==> src/word_buffer.sv <==
`timescale 1ns/100ps

module word_buffer #(
  parameter type data_t = logic [31:0],
  parameter int  AW     = 5
) (
  input  logic          clk,
  // write side
  input  logic          we,
  input  logic [AW-1:0] waddr,
  input  data_t         wdata,
  // read side, one cycle latency
  input  logic          re,
  input  logic [AW-1:0] raddr,
  output data_t         rdata
);

  // full power-of-two depth
  data_t mem [2**AW];

  ////////////////////
  // write port
  ////////////////////

  always_ff @(posedge clk) begin
    if (we) begin
      mem[waddr] <= wdata;
    end
  end

  ////////////////////
  // read port
  ////////////////////

  // output holds while re is low
  always_ff @(posedge clk) begin
    if (re) begin
      rdata <= mem[raddr];
    end
  end

endmodule

==> config.mk <==
export PLATFORM = sky130hd
export DESIGN_NAME = word_buffer
export DESIGN_NICKNAME = d
export VERILOG_FILES = /design/src/word_buffer.sv
export SDC_FILE = /design/constraint.sdc
export NUM_CORES = 1
export LEC_CHECK = 0
export ABC_AREA = 1
export BUFFER_PORTS_ARGS = -buffer_cell sky130_fd_sc_hd__buf_2
export CAP_MARGIN = 30
export CORE_MARGIN = 1.5
export CORE_UTILIZATION = 30
export DETAILED_ROUTE_END_ITERATION = 16
export PLACE_DENSITY = 0.56
export SLEW_MARGIN = 20
export SYNTH_ARGS = -nofsm -noshare
export SYNTH_HDL_FRONTEND = slang
export SYNTH_SLANG_ARGS = --single-unit
export TNS_END_PERCENT = 50
==> constraint.sdc <==
create_clock -name clk -period 2 [get_ports clk]
set_input_delay 0.1 -clock clk [delete_from_list [all_inputs] [get_ports clk]]
set_output_delay 0.1 -clock clk [all_outputs]
set_load 0.01 [all_outputs]
==> results by group <==
Clock tree
  • Clk root buf: clkbuf_16
  • Cts bufs inserted: between 100 and 150
  • Clock-pin transition on the worst setup and hold timing paths: around 0.06 ns
  • Clk buf depth: 3
  • H-tree levels: 3
  • Skew-Pair Late Insertion Delay: 0.68 ns
  • Clk sink count: 1056
  • CTS tree: done

Finish
  • Syn-to-layout area delta: 17.1%
  • Multi-input gate area: 9670 um^2
  • Sequential Area: between 30000 and 40000 um^2
  • Fill count: between 10000 and 15000
  • Layout net count: between 3000 and 4000
  • Layout cells sized above 1: 0.107

Status
  • Status: finished clean

Floorplan
  • Die ar.: 145000 um^2
  • Die Wd: around 380 um
  • Die H: about 380 um
  • Num ports: between 70 and 80
  • Initial Utilization: 0.302
  • Row cnt: 138
  • Core area: between 100000 and 150000 um^2

Power and ir drop
  • P_int: 36.5 mW
  • Seq pwr share: 0.526
  • Net Sw Frac: 0.225
  • Combinational share of power: 0.065
  • Total power: 47.1 mW
  • Sw Pwr: ~11 mW
  • PwrDens: ~940 nW/um^2
  • Max VDD drop: between 0.6 and 0.7 mV
  • Leakage: 18.0 nW
  • Clk pwr share: 0.409

Routing
  • Routed met2 length: 57500 um
  • Drt via density: between 4 and 5
  • WL final: 124000 um
  • Met3 wire len: between 7000 and 8000 um
  • DRT met1 WL: ~56000 um
  • # DRC: 0
  • Top layer in use: met5
  • Initial detailed-routing violation count: 2971
  • Via Count: 27578
  • DR WL/cell: around 22 um
  • Drt first pass iters: 5
  • Routed Antenna Nets: 0

Timing
  • Final min period: between 1.5 and 2 ns
  • Sum Neg Setup Slack: 0 ns
  • Final hold vios: 0
  • Slew margin rel.: 0.591
  • Worst-margin pin slew: roughly 0.6 ns
  • Tcrit/Tclk final: 0.809
  • RSZ-0062 raised after global routing: no
  • Max-slew violations: 0
  • Achievable clock frequency: ~620 MHz
  • Clock skew: 0.0187 ns
  • # setup viols final: 0

Global route
  • Largest net degree at the start of global routing: 65
  • Total global-route track usage: 0.170
  • Global-route wire length before repair: roughly 180000 um
  • Vias in the first global route: between 20000 and 30000
  • Initial antenna violation count: 11
  • Overflow after GRT: 0

Job
  • Max-Cap Viols: 0

Yosys
  • Post-synthesis sequential area ratio: 0.742
  • Yosys Warn Count: 0
  • Syn Nets: about 3600
  • Synthesized instance count: about 3500
  • Netlist cell types: 13
  • Post-Syn Area: about 43000 um^2
  • Yosys reg bits: 1056
  • Synth Area per Inst: 12.1 um^2

Critical path
  • Critical Path Sink Type: output pin
  • Worst endpoint required time: roughly 1.9 ns
  • Crit path kind: reg2out
  • CP Cell Sequence: buf_2
  • Worst path slowest cell: edfxtp_1
  • Maximum fanout along the worst path: 1
  • Worst path max stage delay: 0.61 ns
  • Bufs and invs on worst path: 1
  • R2R setup slack: between 0.5 and 0.6 ns
  • WP data arrival: about 1.5 ns
  • Cell family with most CP delay: flip-flops
  • Crit start category: flip-flop

Place
  • Port Buffers: 76
  • Final GP Congestion: between 0.7 and 0.8
  • Hpwl dp: roughly 66000 um

Hold path
  • Hold/Removal Path Class: in2reg
==> synthesized netlist by cell type <==
cell type,number,area (um^2)
inv_2,2,7.51
nor2_1,32,120
edfxtp_1,1056,31700
buf_8,3,45.0
buf_6,66,743
buf_1,18,67.6
buf_4,24,180
clkbuf_1,24,90.1
buf_2,83,415
inv_1,7,26.3
nand2_1,1440,5410
inv_8,1,11.3
nand3_1,780,3900
==> cell type report <==
cell class	instances	share of cell area
Antenna cell	3	0.000150
Clock buffer	141	0.0569
Clock inverter	53	0.00913
Inverter	10	0.00135
Multi-Input combinational cell	2252	0.193
Sequential cell	1056	0.634
Tap cell	1890	0.0473
Timing Repair Buffer	264	0.0583
==> cell usage in the layout, fill, tap and decap left out, types with 5 or more instances in the layout <==
| cell type | count |
|---|---|
| clkbuf_16 | 109 |
| bufinv_16 | 7 |
| clkinv_2 | 16 |
| dlygate4sd3_1 | 34 |
| clkbuf_1 | 32 |
| clkinv_1 | 24 |
| nand3_1 | 780 |
| edfxtp_1 | 1056 |
| nand2_1 | 1440 |
| nor2_4 | 32 |
| inv_1 | 5 |
| buf_12 | 81 |
| buf_2 | 72 |
| buf_4 | 74 |
==> metrics by stage <==
step | util | area [um^2] | instances | hold WS, ns | setup WS, ns
3_3_place_gp | 0.328 | 46400 | 5438 | 0.510 | 0.209
2_1_floorplan | - | 42700 | 3536 | 0.199 | -0.176
6_report | 0.354 | 50000 | 5669 | 0.0794 | 0.383
3_5_place_dp | 0.328 | 46400 | 5438 | 0.514 | 0.208
5_1_grt | 0.354 | 50000 | 5667 | 0.111 | 0.387
4_1_cts | 0.354 | 50000 | 5666 | 0.0453 | 0.396
==> per-layer routing <==
metal	vias up	track usage
met5	-	0
met4	2	0.0427
met3	192	0.0231
met2	960	0.271
met1	13708	0.243
li1	12716	-
==> worst paths after layout <==
| path | from | to | cells past startpoint |
|---|---|---|---|
| min reg2reg | mem[26][5]$_DFFE_PP_ | rdata[5]$_DFFE_PP_ | 8 |
| min | raddr[1] | rdata[11]$_DFFE_PP_ | 8 |
| max reg2reg | mem[29][9]$_DFFE_PP_ | rdata[9]$_DFFE_PP_ | 8 |
| max | rdata[16]$_DFFE_PP_ | rdata[16] | 1 |
==> registers in the layout (all words and copies together) (netlist names) <==
signal and count:
mem 1024, rdata 32
==> timing repair <==
| action | 4_1_cts | 5_1_grt |
|---|---|---|
| endpoints found under the hold margin | 1034 | 0 |
| buffers inserted | 0 | 0 |
| hold buffers | 34 | 0 |
| gates resized for setup | 0 | 0 |
==> kinds of logic after synthesis <==
group                  Yosys count  synth area share
DFF                           1056             0.742
and+or+nand+nor               2252             0.221
buffers and inverters          228            0.0371
==> power by group through the flow <==
| stage | Combinational (mW) | Sequential, mW | Clock, mW |
|---|---|---|---|
| after global routing | 3.40 | 24.8 | 20.4 |
| after CTS | 3.10 | 24.8 | 19.5 |
| after detailed placement | 3.02 | 25.3 | 0 |
| after floorplan | 1.69 | 25.3 | 0 |
| after global placement | 3.01 | 25.3 | 0 |
| final | 3.07 | 24.8 | 19.3 |
(Power assumes the default switching activity.)
