### src/sa_pkg.sv
package sa_pkg;

  ////////////////////
  // array geometry
  ////////////////////

  // tile edge, rows and columns alike
  localparam int SIDE   = 8;
  localparam int ELEM_W = 8;
  localparam int WORD_W = 32;
  // int8 elements per dma word
  localparam int LANES  = WORD_W / ELEM_W;

  ////////////////////
  // buffer layout
  ////////////////////

  localparam int WORDS_PER_MATRIX = SIDE * SIDE / LANES;
  // a first, then b
  localparam int IN_WORDS  = 2 * WORDS_PER_MATRIX;
  // one accumulator per word
  localparam int OUT_WORDS = SIDE * SIDE;
  localparam int B_BASE    = WORDS_PER_MATRIX;
  localparam int IN_AW     = $clog2(IN_WORDS);
  localparam int OUT_AW    = $clog2(OUT_WORDS);

  // first injection to last accumulate in the far corner
  localparam int MATMUL_CYCLES = 3 * SIDE - 1;
  localparam int IDX_W         = $clog2(SIDE);

  typedef logic signed [ELEM_W-1:0] elem_t;
  typedef logic [WORD_W-1:0]        word_t;
  typedef logic signed [31:0]       acc_t;

  // run phases, in order of one job
  typedef enum logic [2:0] {
    PH_IDLE,
    PH_FETCH,
    PH_UNPACK,
    PH_MATMUL,
    PH_STORE,
    PH_DRAIN
  } phase_t;

endpackage

### src/operand_loader.sv
`timescale 1ns/100ps

module operand_loader import sa_pkg::*; (
  input  logic             clk,
  input  logic             rstn,
  input  logic             unpack_go,
  // input buffer read port
  output logic             re,
  output logic [IN_AW-1:0] raddr,
  input  word_t            rdata,
  output logic             unpack_done,
  // a by row, b by column
  output elem_t            a_bank [SIDE][SIDE],
  output elem_t            b_bank [SIDE][SIDE]
);

  logic             busy;
  logic [IN_AW-1:0] rd_cnt;
  // word in flight from the buffer
  logic             wr_vld;
  logic [IN_AW-1:0] wr_idx;
  logic [IN_AW-1:0] mat_word;
  logic [IDX_W-1:0] row;
  logic [IDX_W-1:0] col_base;
  elem_t            lane_elem [LANES];

  ////////////////////
  // read walk
  ////////////////////

  assign re    = busy;
  assign raddr = rd_cnt;

  always_ff @(posedge clk or negedge rstn) begin
    if (!rstn) begin
      busy        <= 1'b0;
      rd_cnt      <= '0;
      wr_vld      <= 1'b0;
      wr_idx      <= '0;
      unpack_done <= 1'b0;
    end else begin
      // data comes back one cycle after the read
      wr_vld      <= re;
      wr_idx      <= raddr;
      // pulse once the last word lands in the banks
      unpack_done <= wr_vld && (wr_idx == IN_AW'(IN_WORDS - 1));
      if (unpack_go) begin
        busy   <= 1'b1;
        rd_cnt <= '0;
      end else if (busy) begin
        rd_cnt <= rd_cnt + 1'b1;
        if (rd_cnt == IN_AW'(IN_WORDS - 1)) begin
          busy <= 1'b0;
        end
      end
    end
  end

  ////////////////////
  // lane split
  ////////////////////

  // word index inside its own matrix
  assign mat_word = wr_idx % IN_AW'(WORDS_PER_MATRIX);
  // two words per matrix row
  assign row      = IDX_W'(mat_word / (SIDE / LANES));
  assign col_base = IDX_W'((mat_word % (SIDE / LANES)) * LANES);

  // lane 0 sits in the low byte
  always_comb begin
    for (int l = 0; l < LANES; l++) begin
      lane_elem[l] = elem_t'(rdata[l*ELEM_W +: ELEM_W]);
    end
  end

  ////////////////////
  // bank fill
  ////////////////////

  // four elements per cycle
  always_ff @(posedge clk) begin
    if (wr_vld) begin
      for (int l = 0; l < LANES; l++) begin
        if (wr_idx < IN_AW'(B_BASE)) begin
          a_bank[row][int'(col_base) + l] <= lane_elem[l];
        end else begin
          // transposed, each b column kept together
          b_bank[int'(col_base) + l][row] <= lane_elem[l];
        end
      end
    end
  end

endmodule

### config.mk
export PLATFORM = sky130hd
export DESIGN_NAME = operand_loader
export DESIGN_NICKNAME = d
export VERILOG_FILES = /design/src/sa_pkg.sv /design/src/operand_loader.sv
export SDC_FILE = /design/constraint.sdc
export NUM_CORES = 1
export LEC_CHECK = 0
export BUFFER_PORTS_ARGS = -buffer_cell sky130_fd_sc_hd__buf_2
export CORE_AREA = 2 2 416 418
export CTS_CLUSTER_SIZE = 28
export DETAILED_ROUTE_END_ITERATION = 6
export DIE_AREA = 0 0 418 420
export SLEW_MARGIN = 20
export SYNTH_ARGS = -nofsm -noshare
export SYNTH_HDL_FRONTEND = slang
export SYNTH_SLANG_ARGS = --single-unit
### constraint.sdc
create_clock -name clk -period 7.79 [get_ports clk]
set_input_delay 1.1685 -clock clk [delete_from_list [all_inputs] [get_ports clk]]
set_output_delay 1.1685 -clock clk [all_outputs]
set_load 0.02 [all_outputs]
==> summary.txt <==
Floorplan
  • IO Count: 1066
  • Full die area: 175600 sq um
  • FP Rows: 152
  • Initial Utilization: 19.58%
  • Die H: 420 um
  • CORE AREA: 171000 sq um
  • Chip width: 418 um

Global routing
  • GRT overflow: 0
  • Vias in the first global route: 18470
  • Largest net degree at the start of global routing: 73
  • First-pass GRT wire length: 161.6 mm
  • Initial antenna violation count: 14
  • GRT Util Overall: 13.54%

CTS
  • Clock Sink Count: 1037
  • CTS tree: yes
  • Clock root cell: clkbuf_16
  • Clk_lat worst skew: 750 ps
  • Post_cts resized: 0
  • Hold-fix buffers, CTS: 0
  • Num CTS Buffers: 107
  • Postcts setup bufs: 0
  • H-Tree Depth: 3
  • Max Root-Sink Buffers: 3
  • Worst-path clk slew: 60 ps

Synth
  • Synth warn: 0
  • Mapped Avg Cell Area: 22.04 sq um
  • Post-Syn Area: 33480 sq um
  • Cells after synthesis: 1519
  • Register area share after synthesis: 92.83%
  • Main area contributors after synthesis: edfxtp_1 (92%), nor2_1 (3.0%), dfrtp_1 (0.97%)
  • Post-synth cell types: 31
  • Synth Register Bits: 1037
  • Synth top area share: 91.86%
  • Syn nets: 1556
  • Biggest area consumer among synthesized cells: edfxtp_1

STA
  • Tcrit/Tclk final: 39.93%
  • Relative slew slack: 18.22%
  • Worst Tran Pin Value: 1227 ps
  • Setup TNS: 0 ps
  • Period minus WS final: 3111 ps
  • Final Max Slew Viols: 0
  • Endpoints failing setup: 0
  • Clk_skew: 26.80 ps
  • Final Hold Viols: 0
  • Achievable Freq: 321.5 MHz
  • RSZ-0062 raised after global routing: false

Run status
  • Status: completed

Setup path
  • Crit-path cells: buf_4, nand4_2, nor2_4
  • Crit path DAT: 3480 ps
  • CP Max Fanout: 60
  • Critical path buffers and inverters: 1
  • CP max stage delay: 970 ps
  • Worst Setup End Kind: flip-flop
  • Cell family with most CP delay: simple AND/OR/NAND/NOR gates
  • Crit path launch type: flip-flop
  • CP max stage cell: nor2_4
  • Critical path class: flip-flop to flip-flop
  • CP required: 8160 ps

Final layout
  • Layout Cells excl Fill: 5001
  • Most frequent cells in the layout: buf_2 (1065), edfxtp_1 (1024), nor2_1 (241)
  • Net count, final: 2711
  • Area Growth Syn to Fin: 35.48%
  • Commonest non-fill, non-tap cell in the layout: buf_2
  • Fill cells: 17262
  • Share of post-route cells with drive strength above 1: 48.24%

Drt
  • Final wirelength: 126.4 mm
  • DRC: 0
  • Pre-Repair DR Iteration Count: 5
  • Wirelength per Cell: 25.28 um
  • Vias per cell: 3.934
  • ANT nets after route: 0
  • Vias: 19675
  • 1st-iter DRT viols: 2319

Placement
  • Placed Cells: 4797
  • Quantity of I/O buffers inserted on ports: 1065
  • DP Wirelength: 85.89 mm
  • GPL Wtd Cong: 0.7815

Power and ir drop
  • Pwr Density: 259.0 nW/um^2
  • LEAKAGE: 16.77 nW
  • Worst vdd ir: 0.0001881 V
  • Tot Pwr: 11.75 mW

Run
  • Max-Cap Viols: 0

Hold path
  • Hold crit path type: input port to asynchronous set/reset pin
-- layout make-up --
class,instances,area (sq um),area share (%)
flip-flops and latches,1037,31080,68.53
repair buffers,1112,5695,12.56
well taps,2233,2794,6.160
clock buffers,130,2764,6.094
multi-input cells,415,2311,5.095
clock inverters,68,694.4,1.531
diodes,5,12.51,0.02759
inverters,1,3.754,0.008276
-- Yosys cell counts --
| library cell | count |
|---|---|
| nand3b_1 | 1 |
| nor2_1 | 269 |
| nand2b_1 | 2 |
| buf_2 | 15 |
| or4b_4 | 6 |
| xnor2_1 | 1 |
| nand4bb_1 | 18 |
| dfrtp_1 | 13 |
| or2_1 | 1 |
| mux2i_1 | 2 |
| buf_4 | 2 |
| and3_1 | 1 |
| nor2b_1 | 1 |
| nand4_2 | 1 |
| or4b_1 | 3 |
| nor3_1 | 40 |
| nand4b_1 | 27 |
| nand2_1 | 10 |
| nand4_1 | 9 |
| a21bo_2 | 1 |
| a21o_1 | 1 |
| mux2_2 | 1 |
| or2_2 | 1 |
| nor2_2 | 16 |
| a21oi_1 | 1 |
| edfxtp_1 | 1024 |
| buf_6 | 3 |
| buf_1 | 1 |
| clkbuf_1 | 45 |
| ha_1 | 2 |
| inv_1 | 1 |
-- power by group --
group          leakage (nW)  switching, mW  internal [mW]
clock                  1.69           2.23           2.85
sequential             9.82         0.0240           6.19
combinational          5.27          0.377         0.0779
-- through the flow --
stage / hold slack, ps / setup WS, ps / util, % / cell area [sq um]
3_3_place_gp: 413.7 / 4586 / 24.47 / 41840
3_5_place_dp: 422.3 / 4509 / 24.48 / 41850
4_1_cts: 250.4 / 4490 / 26.50 / 45310
2_1_floorplan: 510.5 / 4617 / - / 33480
6_report: 334.4 / 4679 / 26.53 / 45350
5_1_grt: 305.4 / 4443 / 26.52 / 45340
-- cell families after synthesis --
kind of cell    after synthesis  synth area share [%]
mux                           3               0.09344
fa+ha+maj                     2               0.07474
flops                      1037                 92.83
compound gates                3               0.06727
xor+xnor                      1               0.02617
simple gates                406                 6.014
buf+inv                      67                0.8970
-- routing by layer --
layer	global-route usage, %	up-vias	routed length (um)	part of all wire [%]
met5	0	-	0	0
met4	5.195	0	4026	3.2
met3	2.879	179	10550	8.3
met2	24.08	1240	66420	53
met1	15.88	10091	45430	36
li1	-	8165	-	-
-- worst paths after layout --
path | startpoint | to | slack, ps | cells past startpoint
max | wr_idx[1] | a_bank[42] | 4680 | 3
min | rstn | raddr[0] | 330 | 1
min reg2reg | raddr[4] | wr_idx[4] | 440 | 0
max in group asynchronous | rstn | wr_idx[3] | 7170 | 1
min in group clk | raddr[4] | wr_idx[4] | 440 | 0
max reg2reg | wr_idx[1] | a_bank[42] | 4680 | 3
-- state kept, by name, indices dropped and copies added, names as in the netlist --
signal,cells
a_bank,512
re,1
unpack_done,1
b_bank,512
wr_vld,1
raddr,5
wr_idx,5
-- worst register-to-register path, cell delays in order (launching register included) --
cell	delay, ps
dfrtp_2	400
buf_4	520
nand4_2	830
nor2_4	970
Note: power is estimated with default switching activity, not from simulation.
