<file path="config.mk">
export PLATFORM = sky130hd
export DESIGN_NAME = sa_sequencer
export DESIGN_NICKNAME = d
export VERILOG_FILES = /design/src/sa_pkg.sv /design/src/sa_sequencer.sv
export SDC_FILE = /design/constraint.sdc
export NUM_CORES = 1
export LEC_CHECK = 0
export ABC_AREA = 1
export BUFFER_PORTS_ARGS = -buffer_cell sky130_fd_sc_hd__buf_2
export CAP_MARGIN = 40
export CORE_ASPECT_RATIO = 2
export CORE_MARGIN = 3
export CORE_UTILIZATION = 29
export CTS_CLUSTER_SIZE = 28
export DETAILED_ROUTE_END_ITERATION = 7
export GPL_TIMING_DRIVEN = 0
export HOLD_SLACK_MARGIN = 0.02
export SLEW_MARGIN = 5
export SYNTH_ARGS = -nofsm -noshare
export SYNTH_HDL_FRONTEND = slang
export SYNTH_SLANG_ARGS = --single-unit
export TNS_END_PERCENT = 1
</file>
<file path="constraint.sdc">
create_clock -name clk -period 1.35 [get_ports clk]
set_input_delay 0.2025 -clock clk [delete_from_list [all_inputs] [get_ports clk]]
set_output_delay 0.2025 -clock clk [all_outputs]
set_load 0.02 [all_outputs]
</file>
<file path="src/sa_pkg.sv">
package sa_pkg;

  ////////////////////
  // array geometry
  ////////////////////

  // tile edge, rows and columns alike
  localparam int SIDE   = 8;
  localparam int ELEM_W = 8;
  localparam int WORD_W = 32;
  // int8 elements per dma word
  localparam int LANES  = WORD_W / ELEM_W;

  ////////////////////
  // buffer layout
  ////////////////////

  localparam int WORDS_PER_MATRIX = SIDE * SIDE / LANES;
  // a first, then b
  localparam int IN_WORDS  = 2 * WORDS_PER_MATRIX;
  // one accumulator per word
  localparam int OUT_WORDS = SIDE * SIDE;
  localparam int B_BASE    = WORDS_PER_MATRIX;
  localparam int IN_AW     = $clog2(IN_WORDS);
  localparam int OUT_AW    = $clog2(OUT_WORDS);

  // first injection to last accumulate in the far corner
  localparam int MATMUL_CYCLES = 3 * SIDE - 1;
  localparam int IDX_W         = $clog2(SIDE);

  typedef logic signed [ELEM_W-1:0] elem_t;
  typedef logic [WORD_W-1:0]        word_t;
  typedef logic signed [31:0]       acc_t;

  // run phases, in order of one job
  typedef enum logic [2:0] {
    PH_IDLE,
    PH_FETCH,
    PH_UNPACK,
    PH_MATMUL,
    PH_STORE,
    PH_DRAIN
  } phase_t;

endpackage

</file>
<file path="src/sa_sequencer.sv">
`timescale 1ns/100ps

module sa_sequencer import sa_pkg::*; (
  input  logic              clk,
  input  logic              rstn,
  input  logic              start,
  input  logic              read_vld,
  input  logic              wr_pull,
  input  logic              wr_done,
  input  logic              unpack_done,
  output logic              fetch_we,
  output logic              unpack_go,
  output logic              mm_go,
  output logic [IDX_W-1:0]  res_row,
  output logic [IDX_W-1:0]  res_col,
  output logic              store_we,
  output logic [OUT_AW-1:0] store_addr,
  output logic              out_re,
  output logic [OUT_AW-1:0] dma_cnt,
  output logic              rd_start,
  output logic              wr_start,
  output logic              done
);

  phase_t                                phase;
  // compute timer, covers mm_go plus the grid run
  logic [$clog2(MATMUL_CYCLES+1)-1:0]    mm_timer;
  // store walk, one past the last word ends it
  logic [$clog2(OUT_WORDS+1)-1:0]        st_cnt;

  ////////////////////
  // strobes to buffers
  ////////////////////

  // write address is dma_cnt
  assign fetch_we = (phase == PH_FETCH) && read_vld;
  assign out_re   = (phase == PH_DRAIN);

  // row major walk of the grid
  assign res_row = IDX_W'(st_cnt / SIDE);
  assign res_col = IDX_W'(st_cnt % SIDE);

  ////////////////////
  // phase fsm
  ////////////////////

  always_ff @(posedge clk or negedge rstn) begin
    if (!rstn) begin
      phase      <= PH_IDLE;
      dma_cnt    <= '0;
      mm_timer   <= '0;
      st_cnt     <= '0;
      store_we   <= 1'b0;
      store_addr <= '0;
      unpack_go  <= 1'b0;
      mm_go      <= 1'b0;
      rd_start   <= 1'b0;
      wr_start   <= 1'b0;
      done       <= 1'b0;
    end else begin
      // pulses default low
      unpack_go <= 1'b0;
      mm_go     <= 1'b0;
      rd_start  <= 1'b0;
      wr_start  <= 1'b0;
      done      <= 1'b0;
      // write lags the select by the grid result register
      store_we   <= (phase == PH_STORE) && (st_cnt < OUT_WORDS);
      store_addr <= OUT_AW'(st_cnt);

      case (phase)
        PH_IDLE: begin
          dma_cnt <= '0;
          if (start) begin
            rd_start <= 1'b1;
            phase    <= PH_FETCH;
          end
        end

        PH_FETCH: begin
          // gaps between strobes just wait
          if (read_vld) begin
            dma_cnt <= dma_cnt + 1'b1;
            if (dma_cnt == OUT_AW'(IN_WORDS - 1)) begin
              dma_cnt   <= '0;
              unpack_go <= 1'b1;
              phase     <= PH_UNPACK;
            end
          end
        end

        PH_UNPACK: begin
          if (unpack_done) begin
            mm_go    <= 1'b1;
            mm_timer <= '0;
            phase    <= PH_MATMUL;
          end
        end

        PH_MATMUL: begin
          // same length as the grid counter, plus the clear cycle
          mm_timer <= mm_timer + 1'b1;
          if (int'(mm_timer) == MATMUL_CYCLES) begin
            st_cnt <= '0;
            phase  <= PH_STORE;
          end
        end

        PH_STORE: begin
          st_cnt <= st_cnt + 1'b1;
          if (st_cnt == OUT_WORDS) begin
            st_cnt   <= '0;
            dma_cnt  <= '0;
            wr_start <= 1'b1;
            phase    <= PH_DRAIN;
          end
        end

        PH_DRAIN: begin
          // the write dma sets the pace
          if (wr_pull) begin
            dma_cnt <= dma_cnt + 1'b1;
          end
          if (wr_done) begin
            dma_cnt <= '0;
            done    <= 1'b1;
            phase   <= PH_IDLE;
          end
        end

        default: begin
          phase <= PH_IDLE;
        end
      endcase
    end
  end

endmodule

</file>
==> results of run 1 <==
## through the flow
step | instances | cell area [um2] | util | setup WS (ns) | hold WS [ns]
finish | 313 | 2380 | 0.417 | -0.114 | 0.181
global route | 313 | 2380 | 0.417 | -0.207 | 0.191
CTS | 309 | 2290 | 0.401 | -0.125 | 0.187
detailed placement | 290 | 1990 | 0.348 | -0.178 | 0.311
global placement | 290 | 1990 | 0.348 | -0.180 | 0.308
floorplan | 197 | 1750 | - | -0.0101 | -0.0931
## timing repair
item / in CTS / in global routing
hold buffers: 1 / 0
gates resized for setup: 18 / 16
setup buffers: 10 / 4
endpoints found under the hold margin: 6 / 0
endpoints found under the setup margin: 20 / 21
pin swaps: 2 / 7
## final cells by class
class                           count  area [um2]
Clock buffer                        7         153
Buffer                              7        56.3
Tap cell                           61        76.3
Multi-Input combinational cell    131         856
Timing Repair Buffer               47         288
Clock inverter                      1        5.00
Inverter                           26         115
Fill cell                         565        3330
Sequential cell                    33         831
## critical path: stages, from the launching register on
cell and delay (ns):
dfrtp_1 0.37, buf_6 0.13, inv_8 0.05, nand2_8 0.05
nor2_4 0.12, inv_4 0.05, nor2_4 0.08, buf_6 0.12
## kinds of logic after synthesis
family | after synthesis | synth area share
compound gates | 23 | 0.0873
simple gates | 101 | 0.297
xor+xnor | 3 | 0.0153
fa+ha+maj | 4 | 0.0291
buf+inv | 33 | 0.0909
flops | 33 | 0.480
## layer usage
metal | wire, um | vias up | part of all wire
met4 | 118 | 0 | 0.031
met5 | 0 | - | 0
met1 | 1360 | 703 | 0.36
met2 | 2170 | 37 | 0.57
li1 | - | 744 | -
met3 | 159 | 10 | 0.042
## power by group through the flow
stage / registers, W / logic [W] / clock network [W]
CTS: 0.00148 / 0.00202 / 0.00121
global route: 0.00152 / 0.00237 / 0.00124
global placement: 0.00148 / 0.00165 / 0
finish: 0.00148 / 0.00211 / 0.00118
detailed placement: 0.00149 / 0.00168 / 0
floorplan: 0.00155 / 0.00118 / 0
## sequential cells by signal, summed over array words and instances, names as in the netlist
name	count
store_we	1
rd_start	1
unpack_go	1
st_cnt	7
done	1
wr_start	1
mm_timer	5
dma_cnt	6
store_addr	6
mm_go	1
phase	3
## path summary, 6_finish.rpt
| check | endpoint | slack, ns | from |
|---|---|---|---|
| max | fetch_we | -0.11 | phase[1] |
| min | rd_start | 0.18 | start |
| max reg2reg | phase[0] | -0.09 | phase[0] |
| min reg2reg | store_addr[5] | 0.43 | st_cnt[5] |
| max in group asynchronous | phase[2] | 0.28 | rstn |
| min in group asynchronous | dma_cnt[5] | 0.53 | rstn |
## layout by cell type, fill, tap and decap left out, types with 3 or more instances in the layout
cell type,instances
nand2_1,39
buf_2,30
dfrtp_1,29
buf_4,20
inv_1,17
nand3_1,15
nor2_1,13
nor2_4,9
o21ai_0,9
nand2_2,6
inv_2,5
clkbuf_16,5
nand4_1,4
dfrtp_2,4
buf_6,3
o22ai_1,3
==> flow_summary.yaml, run 1 <==
status:
  outcome: "finished with violations"
  violations_in_the_final_reports: "setup timing"
sta:
  timing.max_slew.rel_slack: 0.498
  worst_slack_ns: -0.114
  post-route-period-util: 1.08
  max_slew.worst_pin.slew_ns: 0.752
  fin_worst_skew_ns: 0.00628
  grt_setup_unrepaired: "true"
  maxSlewViolCount: 0
  setup_viol: 18
  timing_hold_violations_final: 0
  clock.fmax_mhz: 683
  final_setup_tns_ns: -0.929
  period_minus_slack_ns: 1.46
placement:
  dp_hpwl_mm: 2.73
  globalplace.congestion: 0.785
  io_buffer_count: 32
clock_network:
  max-clock-path-buffers: 2
  clock_tree_from_tritoncts: "yes"
  cts_made_buffers: 5
  clk_transition_reported_paths_ns: 0.06
  cts_h_tree_lvls: 2
  clock-sinks: 33
  root_driver: "clkbuf_16"
  insertion_delay_of_the_later_clocked_pin_in_the_worst_skew_pair_ns: 0.28
flow_run:
  drv_cap: 0
die:
  die_x_um: 60.5
  placementRows: 39
  floorplan_core_area_um2: 5710
  floorplan.die_area_um2: 6950
  floorplan.io_pins: 33
  initial_util: 0.301
  die_y_um: 115
setup_path:
  crit_path_end_kind: "output port"
  timing.reg2reg.worst_path_depth: 9
  worst_ep_arrival_time_ns: 1.26
  setup.worst_path.start_class: "register"
  worst_path_fanout_max: 4
  crit_type: "register to output port"
  required_ns: 1.15
drt:
  drt_first_pass_iters: 4
  drt-total-wl_mm: 3.81
  antenna_left: 0
  post_detailed_route_wirelength_per_cell_um: 12.2
  detail_route.vias_per_cell: 4.77
  drc: 0
  routed-via-count: 1494
  iteration_0_drc_count_of_the_detailed_router: 51
global_routing:
  grt_usage: 0.123
  first_global_vias: 1571
  groute.layer.met3.usage: 0.0292
  met1_usage: 0.119
  gr-max-usage-layer: "met2"
  total_overflow_reported_by_the_global_router: 0
  grt_use_met2: 0.224
  maximum_number_of_pins_on_one_net_before_global_route_repair: 34
  grt_first_pass_wirelength_mm: 6.55
  grt_antenna_before_repair: 0
logic_synthesis:
  synth_edf_count: 0
  ys_seq_area_frac: 0.480
  ys_top_cells_by_area: "dfrtp_1, nand2_1, nand3_1"
  synth_seq_cells: 33
  synthCells: 197
  post_synth_most_frequent_cells: "nand2_1, dfrtp_1, inv_1"
  synthesis.yosys.warnings: 0
  yosysMostFrequentCell: "nand2_1"
  synth.top_cell.area_share: 0.480
  synth.cell_area_um2: 1720
  async_reset_ff_frac: 1.00
  netlist-cell-type-count: 30
  postSynthNetCount: 208
  syn_area_per_cell_um2: 8.73
  cell_type_with_the_largest_total_area_after_synthesis: "dfrtp_1"
  ys_dominant_reg_cell: "dfrtp_1"
min_path:
  min-delay-path-class: "input port to register"
  whs_path_depth: 3
pwr:
  power-per-cell-area_nw_per_um2: 2010
  netSwitchingFraction: 0.395
  total_power_w: 0.00478
  peakVddDrop_mv: 1.30
  p_int_w: 0.00289
  power.clock.fraction: 0.248
  leakage_nw: 1.18
  combPwrFrac: 0.441
  total_switching_power_w: 0.00189
  part_of_the_total_power_dissipated_in_sequential_elements: 0.311
finish:
  post_route_cells_drive_above_1_share: 0.417
  area.growth.synth_to_final_pct: 38.3
  fin_nets: 262
  antenna_cells: 0
Note: power is estimated with default switching activity, not from simulation.
==> run 2, diff against run 1 <==
--- a/config.mk
+++ b/config.mk
@@ -5,7 +5,6 @@
 export SDC_FILE = /design/constraint.sdc
 export NUM_CORES = 1
 export LEC_CHECK = 0
-export ABC_AREA = 1
 export BUFFER_PORTS_ARGS = -buffer_cell sky130_fd_sc_hd__buf_2
 export CAP_MARGIN = 40
 export CORE_ASPECT_RATIO = 2
==> run 2 against run 1 <==
Effect of this change: the flow still finishes with violations (setup timing); register-to-register slack worse by 0.37 ns; sequential power is 19% lower; synthesized area is 7.1% lower; hold slack better by 0.015 ns; die area is 6.5% lower; sequential share of layout area is 3.5 points higher; combinational power is 75% lower; utilization hardly changed; worst setup slack worse by 0.34 ns; cell area is 8.4% lower; clock skew is 0.00099 ns higher; critical endpoint is now dma_cnt[3].
==> flow_summary.yaml, run 2 <==
status:
  outcome: "finished with violations"
  violations_in_the_final_reports: "setup timing"
clock_network:
  root_driver: "clkbuf_8"
  clk_transition_reported_paths_ns: 0.07
  clock_tree_from_tritoncts: "yes"
  max-clock-path-buffers: 2
  insertion_delay_of_the_later_clocked_pin_in_the_worst_skew_pair_ns: 0.29
  cts_made_buffers: 5
  clock-sinks: 33
  cts_h_tree_lvls: 2
die:
  initial_util: 0.306
  floorplan.io_pins: 33
  die_x_um: 58.5
  floorplan.die_area_um2: 6490
  floorplan_core_area_um2: 5230
  placementRows: 37
  die_y_um: 111
finish:
  most-common-layout-cells: "buf_2, dfrtp_1, nand2_1, buf_4, o21ai_0"
  largest-register: "st_cnt"
  largest_registers_in_the_final_layout: "st_cnt x7, dma_cnt x6, store_addr x6"
  largest_register_ff_count: 7
  finalCoreUtilization: 0.417
  layout.cells.most_common: "buf_2"
  fin_nets: 218
  post_route_cells_drive_above_1_share: 0.438
  area.growth.synth_to_final_pct: 36.3
  antenna_cells: 0
  finished_layout_cell_area_um2: 2180
drt:
  drt-total-wl_mm: 4.00
  detail_route.vias_per_cell: 5.12
  post_detailed_route_wirelength_per_cell_um: 15.0
  routed-via-count: 1361
  iteration_0_drc_count_of_the_detailed_router: 42
  drc: 0
  antenna_left: 0
  drt_first_pass_iters: 4
setup_path:
  worst_path_fanout_max: 5
  worstReg2RegStart: "st_cnt[5]"
  cpPeakStageDelay_ns: 0.44
  timing.critical_path.cells: "nor4_4, a311oi_2, or3_4, a21o_1, a22o_1"
  setup.worst_path.start_class: "register"
  required_ns: 1.54
  worst_path_max_delay_cell: "or3_4"
  launch_point_of_the_critical_path: "st_cnt[5]"
  crit_path_end_kind: "register"
  worst_ep_arrival_time_ns: 1.99
  crit_type: "register to register"
logic_synthesis:
  synthCells: 158
  ys_seq_area_frac: 0.516
  yosysMostFrequentCell: "dfrtp_1"
  syn_area_per_cell_um2: 10.1
  post_synth_most_frequent_cells: "dfrtp_1, nand2_1, o21ai_0"
  async_reset_ff_frac: 1.00
  synth_edf_count: 0
  synthesis.yosys.warnings: 0
  synth.top_cell.area_share: 0.516
  postSynthNetCount: 169
  ys_top_cells_by_area: "dfrtp_1, o21ai_0, nand2_1"
  netlist-cell-type-count: 37
  cell_type_with_the_largest_total_area_after_synthesis: "dfrtp_1"
  synth_seq_cells: 33
  ys_dominant_reg_cell: "dfrtp_1"
  synth.cell_area_um2: 1600
sta:
  post-route-period-util: 1.34
  clock.fmax_mhz: 554
  hold_ws_ns: 0.196
  worst_slack_ns: -0.456
  max_slew.worst_pin.slew_ns: 0.765
  grt_setup_unrepaired: "true"
  period_minus_slack_ns: 1.81
  setup_viol: 21
  fin_worst_skew_ns: 0.00727
  maxSlewViolCount: 0
  final_setup_tns_ns: -5.06
  timing.max_slew.rel_slack: 0.490
  timing_hold_violations_final: 0
pwr:
  peakVddDrop_mv: 0.685
  leakage_nw: 1.03
  power-per-cell-area_nw_per_um2: 1130
  total_power_w: 0.00245
global_routing:
  maximum_number_of_pins_on_one_net_before_global_route_repair: 34
  first_global_vias: 1425
  grt_antenna_before_repair: 0
  grt_first_pass_wirelength_mm: 6.76
  total_overflow_reported_by_the_global_router: 0
  grt_usage: 0.137
placement:
  post_dp_cell_area_um2: 1840
  io_buffer_count: 32
  globalplace.congestion: 0.838
  dp_hpwl_mm: 2.80
flow_run:
  drv_cap: 0
min_path:
  min_from: "start"
  min-delay-path-class: "input port to register"
## run 2: cell type report
type | count | area [um2]
Fill cell | 551 | 3050
Sequential cell | 33 | 837
Multi-Input combinational cell | 110 | 833
Timing Repair Buffer | 42 | 265
Clock buffer | 8 | 80.1
Tap cell | 58 | 72.6
Buffer | 9 | 68.8
Inverter | 6 | 22.5
## run 2: per-layer routing
metal  part of all wire  wire, um  global-route usage
met4              0.024        95              0.0774
met1               0.36      1420               0.136
met2               0.59      2340               0.243
met5                  0         0                   0
met3              0.034       134              0.0350
## run 2: worst max-delay path, delay by kind of cell (launching register included)
family	cells	cell delay (ns)
AND/OR/NAND/NOR	2	0.74
AO/OA/AOI/OAI	3	0.53
flip-flops	1	0.42
## run 2: final timing paths
kind,to,slack [ns],cells past startpoint
max in group asynchronous,dma_cnt[1],0.29,2
min in group asynchronous,store_addr[2],0.52,2
worst max-delay path,dma_cnt[3],-0.46,5
worst min register to register,store_addr[1],0.48,0
worst max register to register,dma_cnt[3],-0.46,5
worst min-delay path,rd_start,0.20,2
## run 2: timing repair
action                                 4_1_cts  5_1_grt
resized for setup                           28       25
pin swaps                                    2        4
setup endpoints to repair                   24       26
endpoints found under the hold margin       33        0
hold buffers                                 1        0
setup buffers                                3        6
## run 2: kinds of logic after synthesis
group,count (synthesis),synth area share
buf+inv,15,0.0493
mux,2,0.0211
simple gates,64,0.211
xor+xnor,4,0.0219
fa+ha+maj,4,0.0313
compound gates,36,0.149
flops,33,0.516
## run 2: stage by stage
step                instances  setup WS (ns)
floorplan                 158         -0.395
global placement          248         -0.523
detailed placement        248         -0.526
CTS                       260         -0.456
global route              266         -0.531
finish                    266         -0.456
## run 2: report_power, final
part | switching (W) | internal, W
Clock | 0.000365 | 0.000366
Sequential | 0.000114 | 0.00109
Combinational | 0.000306 | 0.000213
==> run 3, diff against run 2 <==
--- a/config.mk
+++ b/config.mk
@@ -7,13 +7,17 @@
 export LEC_CHECK = 0
 export BUFFER_PORTS_ARGS = -buffer_cell sky130_fd_sc_hd__buf_2
 export CAP_MARGIN = 40
+export CELL_PAD_IN_SITES_DETAIL_PLACEMENT = 1
+export CELL_PAD_IN_SITES_GLOBAL_PLACEMENT = 1
 export CORE_ASPECT_RATIO = 2
 export CORE_MARGIN = 3
 export CORE_UTILIZATION = 29
+export CTS_CLUSTER_DIAMETER = 80
 export CTS_CLUSTER_SIZE = 28
 export DETAILED_ROUTE_END_ITERATION = 7
 export GPL_TIMING_DRIVEN = 0
 export HOLD_SLACK_MARGIN = 0.02
+export PLACE_DENSITY = 0.6
 export SLEW_MARGIN = 5
 export SYNTH_ARGS = -nofsm -noshare
 export SYNTH_HDL_FRONTEND = slang
==> run 3 against run 2 <==
Effect of this change: the run ends with hold timing, setup timing left; hold slack got worse by 0.20 ns; routed wire length is 11% higher; power rose by 2.6%; register-to-register slack hardly changed.
==> flow_summary.yaml, run 3 (synthesis results as in run 2) <==
status:
  outcome: "finished with violations"
  violations_in_the_final_reports: "hold timing, setup timing"
finish:
  area.growth.synth_to_final_pct: 33.8
  finalCoreUtilization: 0.409
  antenna_cells: 0
  post_route_cells_drive_above_1_share: 0.458
  layout.cells.most_common: "buf_2"
  most-common-layout-cells: "buf_2, dfrtp_1, nand2_1, buf_4, dfrtp_2"
  largest_registers_in_the_final_layout: "st_cnt x7, dma_cnt x6, store_addr x6"
  fin_nets: 212
  largest_register_ff_count: 7
  largest-register: "st_cnt"
sta:
  post-route-period-util: 1.34
  max_slew.worst_pin.slew_ns: 0.770
  worst_slack_ns: -0.457
  fin_worst_skew_ns: 0.00436
  timing_hold_violations_final: 16
  maxSlewViolCount: 0
  timing.max_slew.rel_slack: 0.486
  final_setup_tns_ns: -4.41
  period_minus_slack_ns: 1.81
  setup_viol: 20
  hold_ws_ns: -0.00756
  grt_setup_unrepaired: "true"
  clock.fmax_mhz: 553
die:
  die_x_um: 58.5
  die_y_um: 111
  placementRows: 37
  floorplan_core_area_um2: 5230
  floorplan.io_pins: 33
  floorplan.die_area_um2: 6490
  initial_util: 0.306
drt:
  iteration_0_drc_count_of_the_detailed_router: 39
  post_detailed_route_wirelength_per_cell_um: 17.1
  detail_route.vias_per_cell: 5.29
  drt_first_pass_iters: 4
  drc: 0
  antenna_left: 0
  drt-total-wl_mm: 4.43
  routed-via-count: 1370
setup_path:
  regToRegSetupSlack_ns: -0.46
  r2r_end: "dma_cnt[3]"
  timing.critical_path.cells: "nor4_4, a311oi_2, or3_4, a21o_1, a22o_1"
  timing.reg2reg.worst_path_depth: 5
  required_ns: 1.52
  worst_path_max_delay_cell: "dfrtp_2"
  setup.worst_path.start_class: "register"
  cpPeakStageDelay_ns: 0.44
  crit_path_end_kind: "register"
  crit_type: "register to register"
  worst_ep_arrival_time_ns: 1.98
  worstReg2RegStart: "st_cnt[3]"
  worst_path_fanout_max: 5
pwr:
  total_power_w: 0.00252
  power-per-cell-area_nw_per_um2: 1180
  leakage_nw: 0.993
  peakVddDrop_mv: 0.637
clock_network:
  cts_made_buffers: 5
  clock-sinks: 33
  cts_hold_buffers: 0
  clock_tree_from_tritoncts: "yes"
  root_driver: "clkbuf_8"
  clk_transition_reported_paths_ns: 0.07
  insertion_delay_of_the_later_clocked_pin_in_the_worst_skew_pair_ns: 0.28
  cts_h_tree_lvls: 2
  max-clock-path-buffers: 2
global_routing:
  grt_usage: 0.150
  maximum_number_of_pins_on_one_net_before_global_route_repair: 34
  total_overflow_reported_by_the_global_router: 0
  grt_antenna_before_repair: 0
  first_global_vias: 1548
  grt_first_pass_wirelength_mm: 7.42
flow_run:
  drv_cap: 0
placement:
  globalplace.congestion: 0.793
  io_buffer_count: 32
  dp_hpwl_mm: 3.28
min_path:
  min-delay-path-class: "input port to async pin"
==> run 3: per-layer routing <==
layer  routed length [um]  global-route usage
met1                 1460               0.145
met2                 2610               0.272
met3                  179              0.0256
met4                  176              0.0975
met5                    0                   0
==> run 3: what timing repair did <==
item,in CTS,in global routing
endpoints found under the setup margin,25,27
pin swaps,5,2
setup buffers,4,0
resized for setup,36,21
==> run 3: cell type report <==
| cell class | count | area, um2 |
|---|---|---|
| inverter | 6 | 22.5 |
| fill | 605 | 3090 |
| clock buffer | 7 | 86.3 |
| timing repair buffer | 36 | 205 |
| multi-input combinational | 110 | 842 |
| buffer | 9 | 71.3 |
| tap | 58 | 72.6 |
| sequential | 33 | 840 |
==> run 3: stage by stage <==
stage	instance area [um2]	setup slack, ns	cells
3_5_place_dp	1840	-0.584	248
6_report	2140	-0.457	259
5_1_grt	2140	-0.531	259
2_1_floorplan	1600	-0.395	158
3_3_place_gp	1840	-0.519	248
4_1_cts	2070	-0.474	259
==> run 3: worst max path at each step <==
stage,end,from,slack (ns),cells after the start
4_1_cts,dma_cnt[0],st_cnt[3],-0.47,5
3_5_place_dp,st_cnt[2],phase[1],-0.58,6
2_1_floorplan,dma_cnt[3],st_cnt[5],-0.40,5
3_3_place_gp,st_cnt[2],phase[1],-0.52,6
5_1_grt,dma_cnt[5],st_cnt[3],-0.53,6
6_report,dma_cnt[3],st_cnt[3],-0.46,5
==> run 3: power by group <==
| part | total, W | switching (W) | internal, W |
|---|---|---|---|
| registers | 0.00122 | 0.000134 | 0.00109 |
| logic | 0.000539 | 0.000320 | 0.000219 |
| clock network | 0.000753 | 0.000349 | 0.000404 |
| total | 0.00252 | 0.000803 | 0.00171 |
==> run 3: worst max-delay path, delay by kind of cell (launching register included) <==
kind / cells / cell delay [ns]
AND/OR/NAND/NOR: 2 / 0.74
AO/OA/AOI/OAI: 3 / 0.52
flip-flops: 1 / 0.44
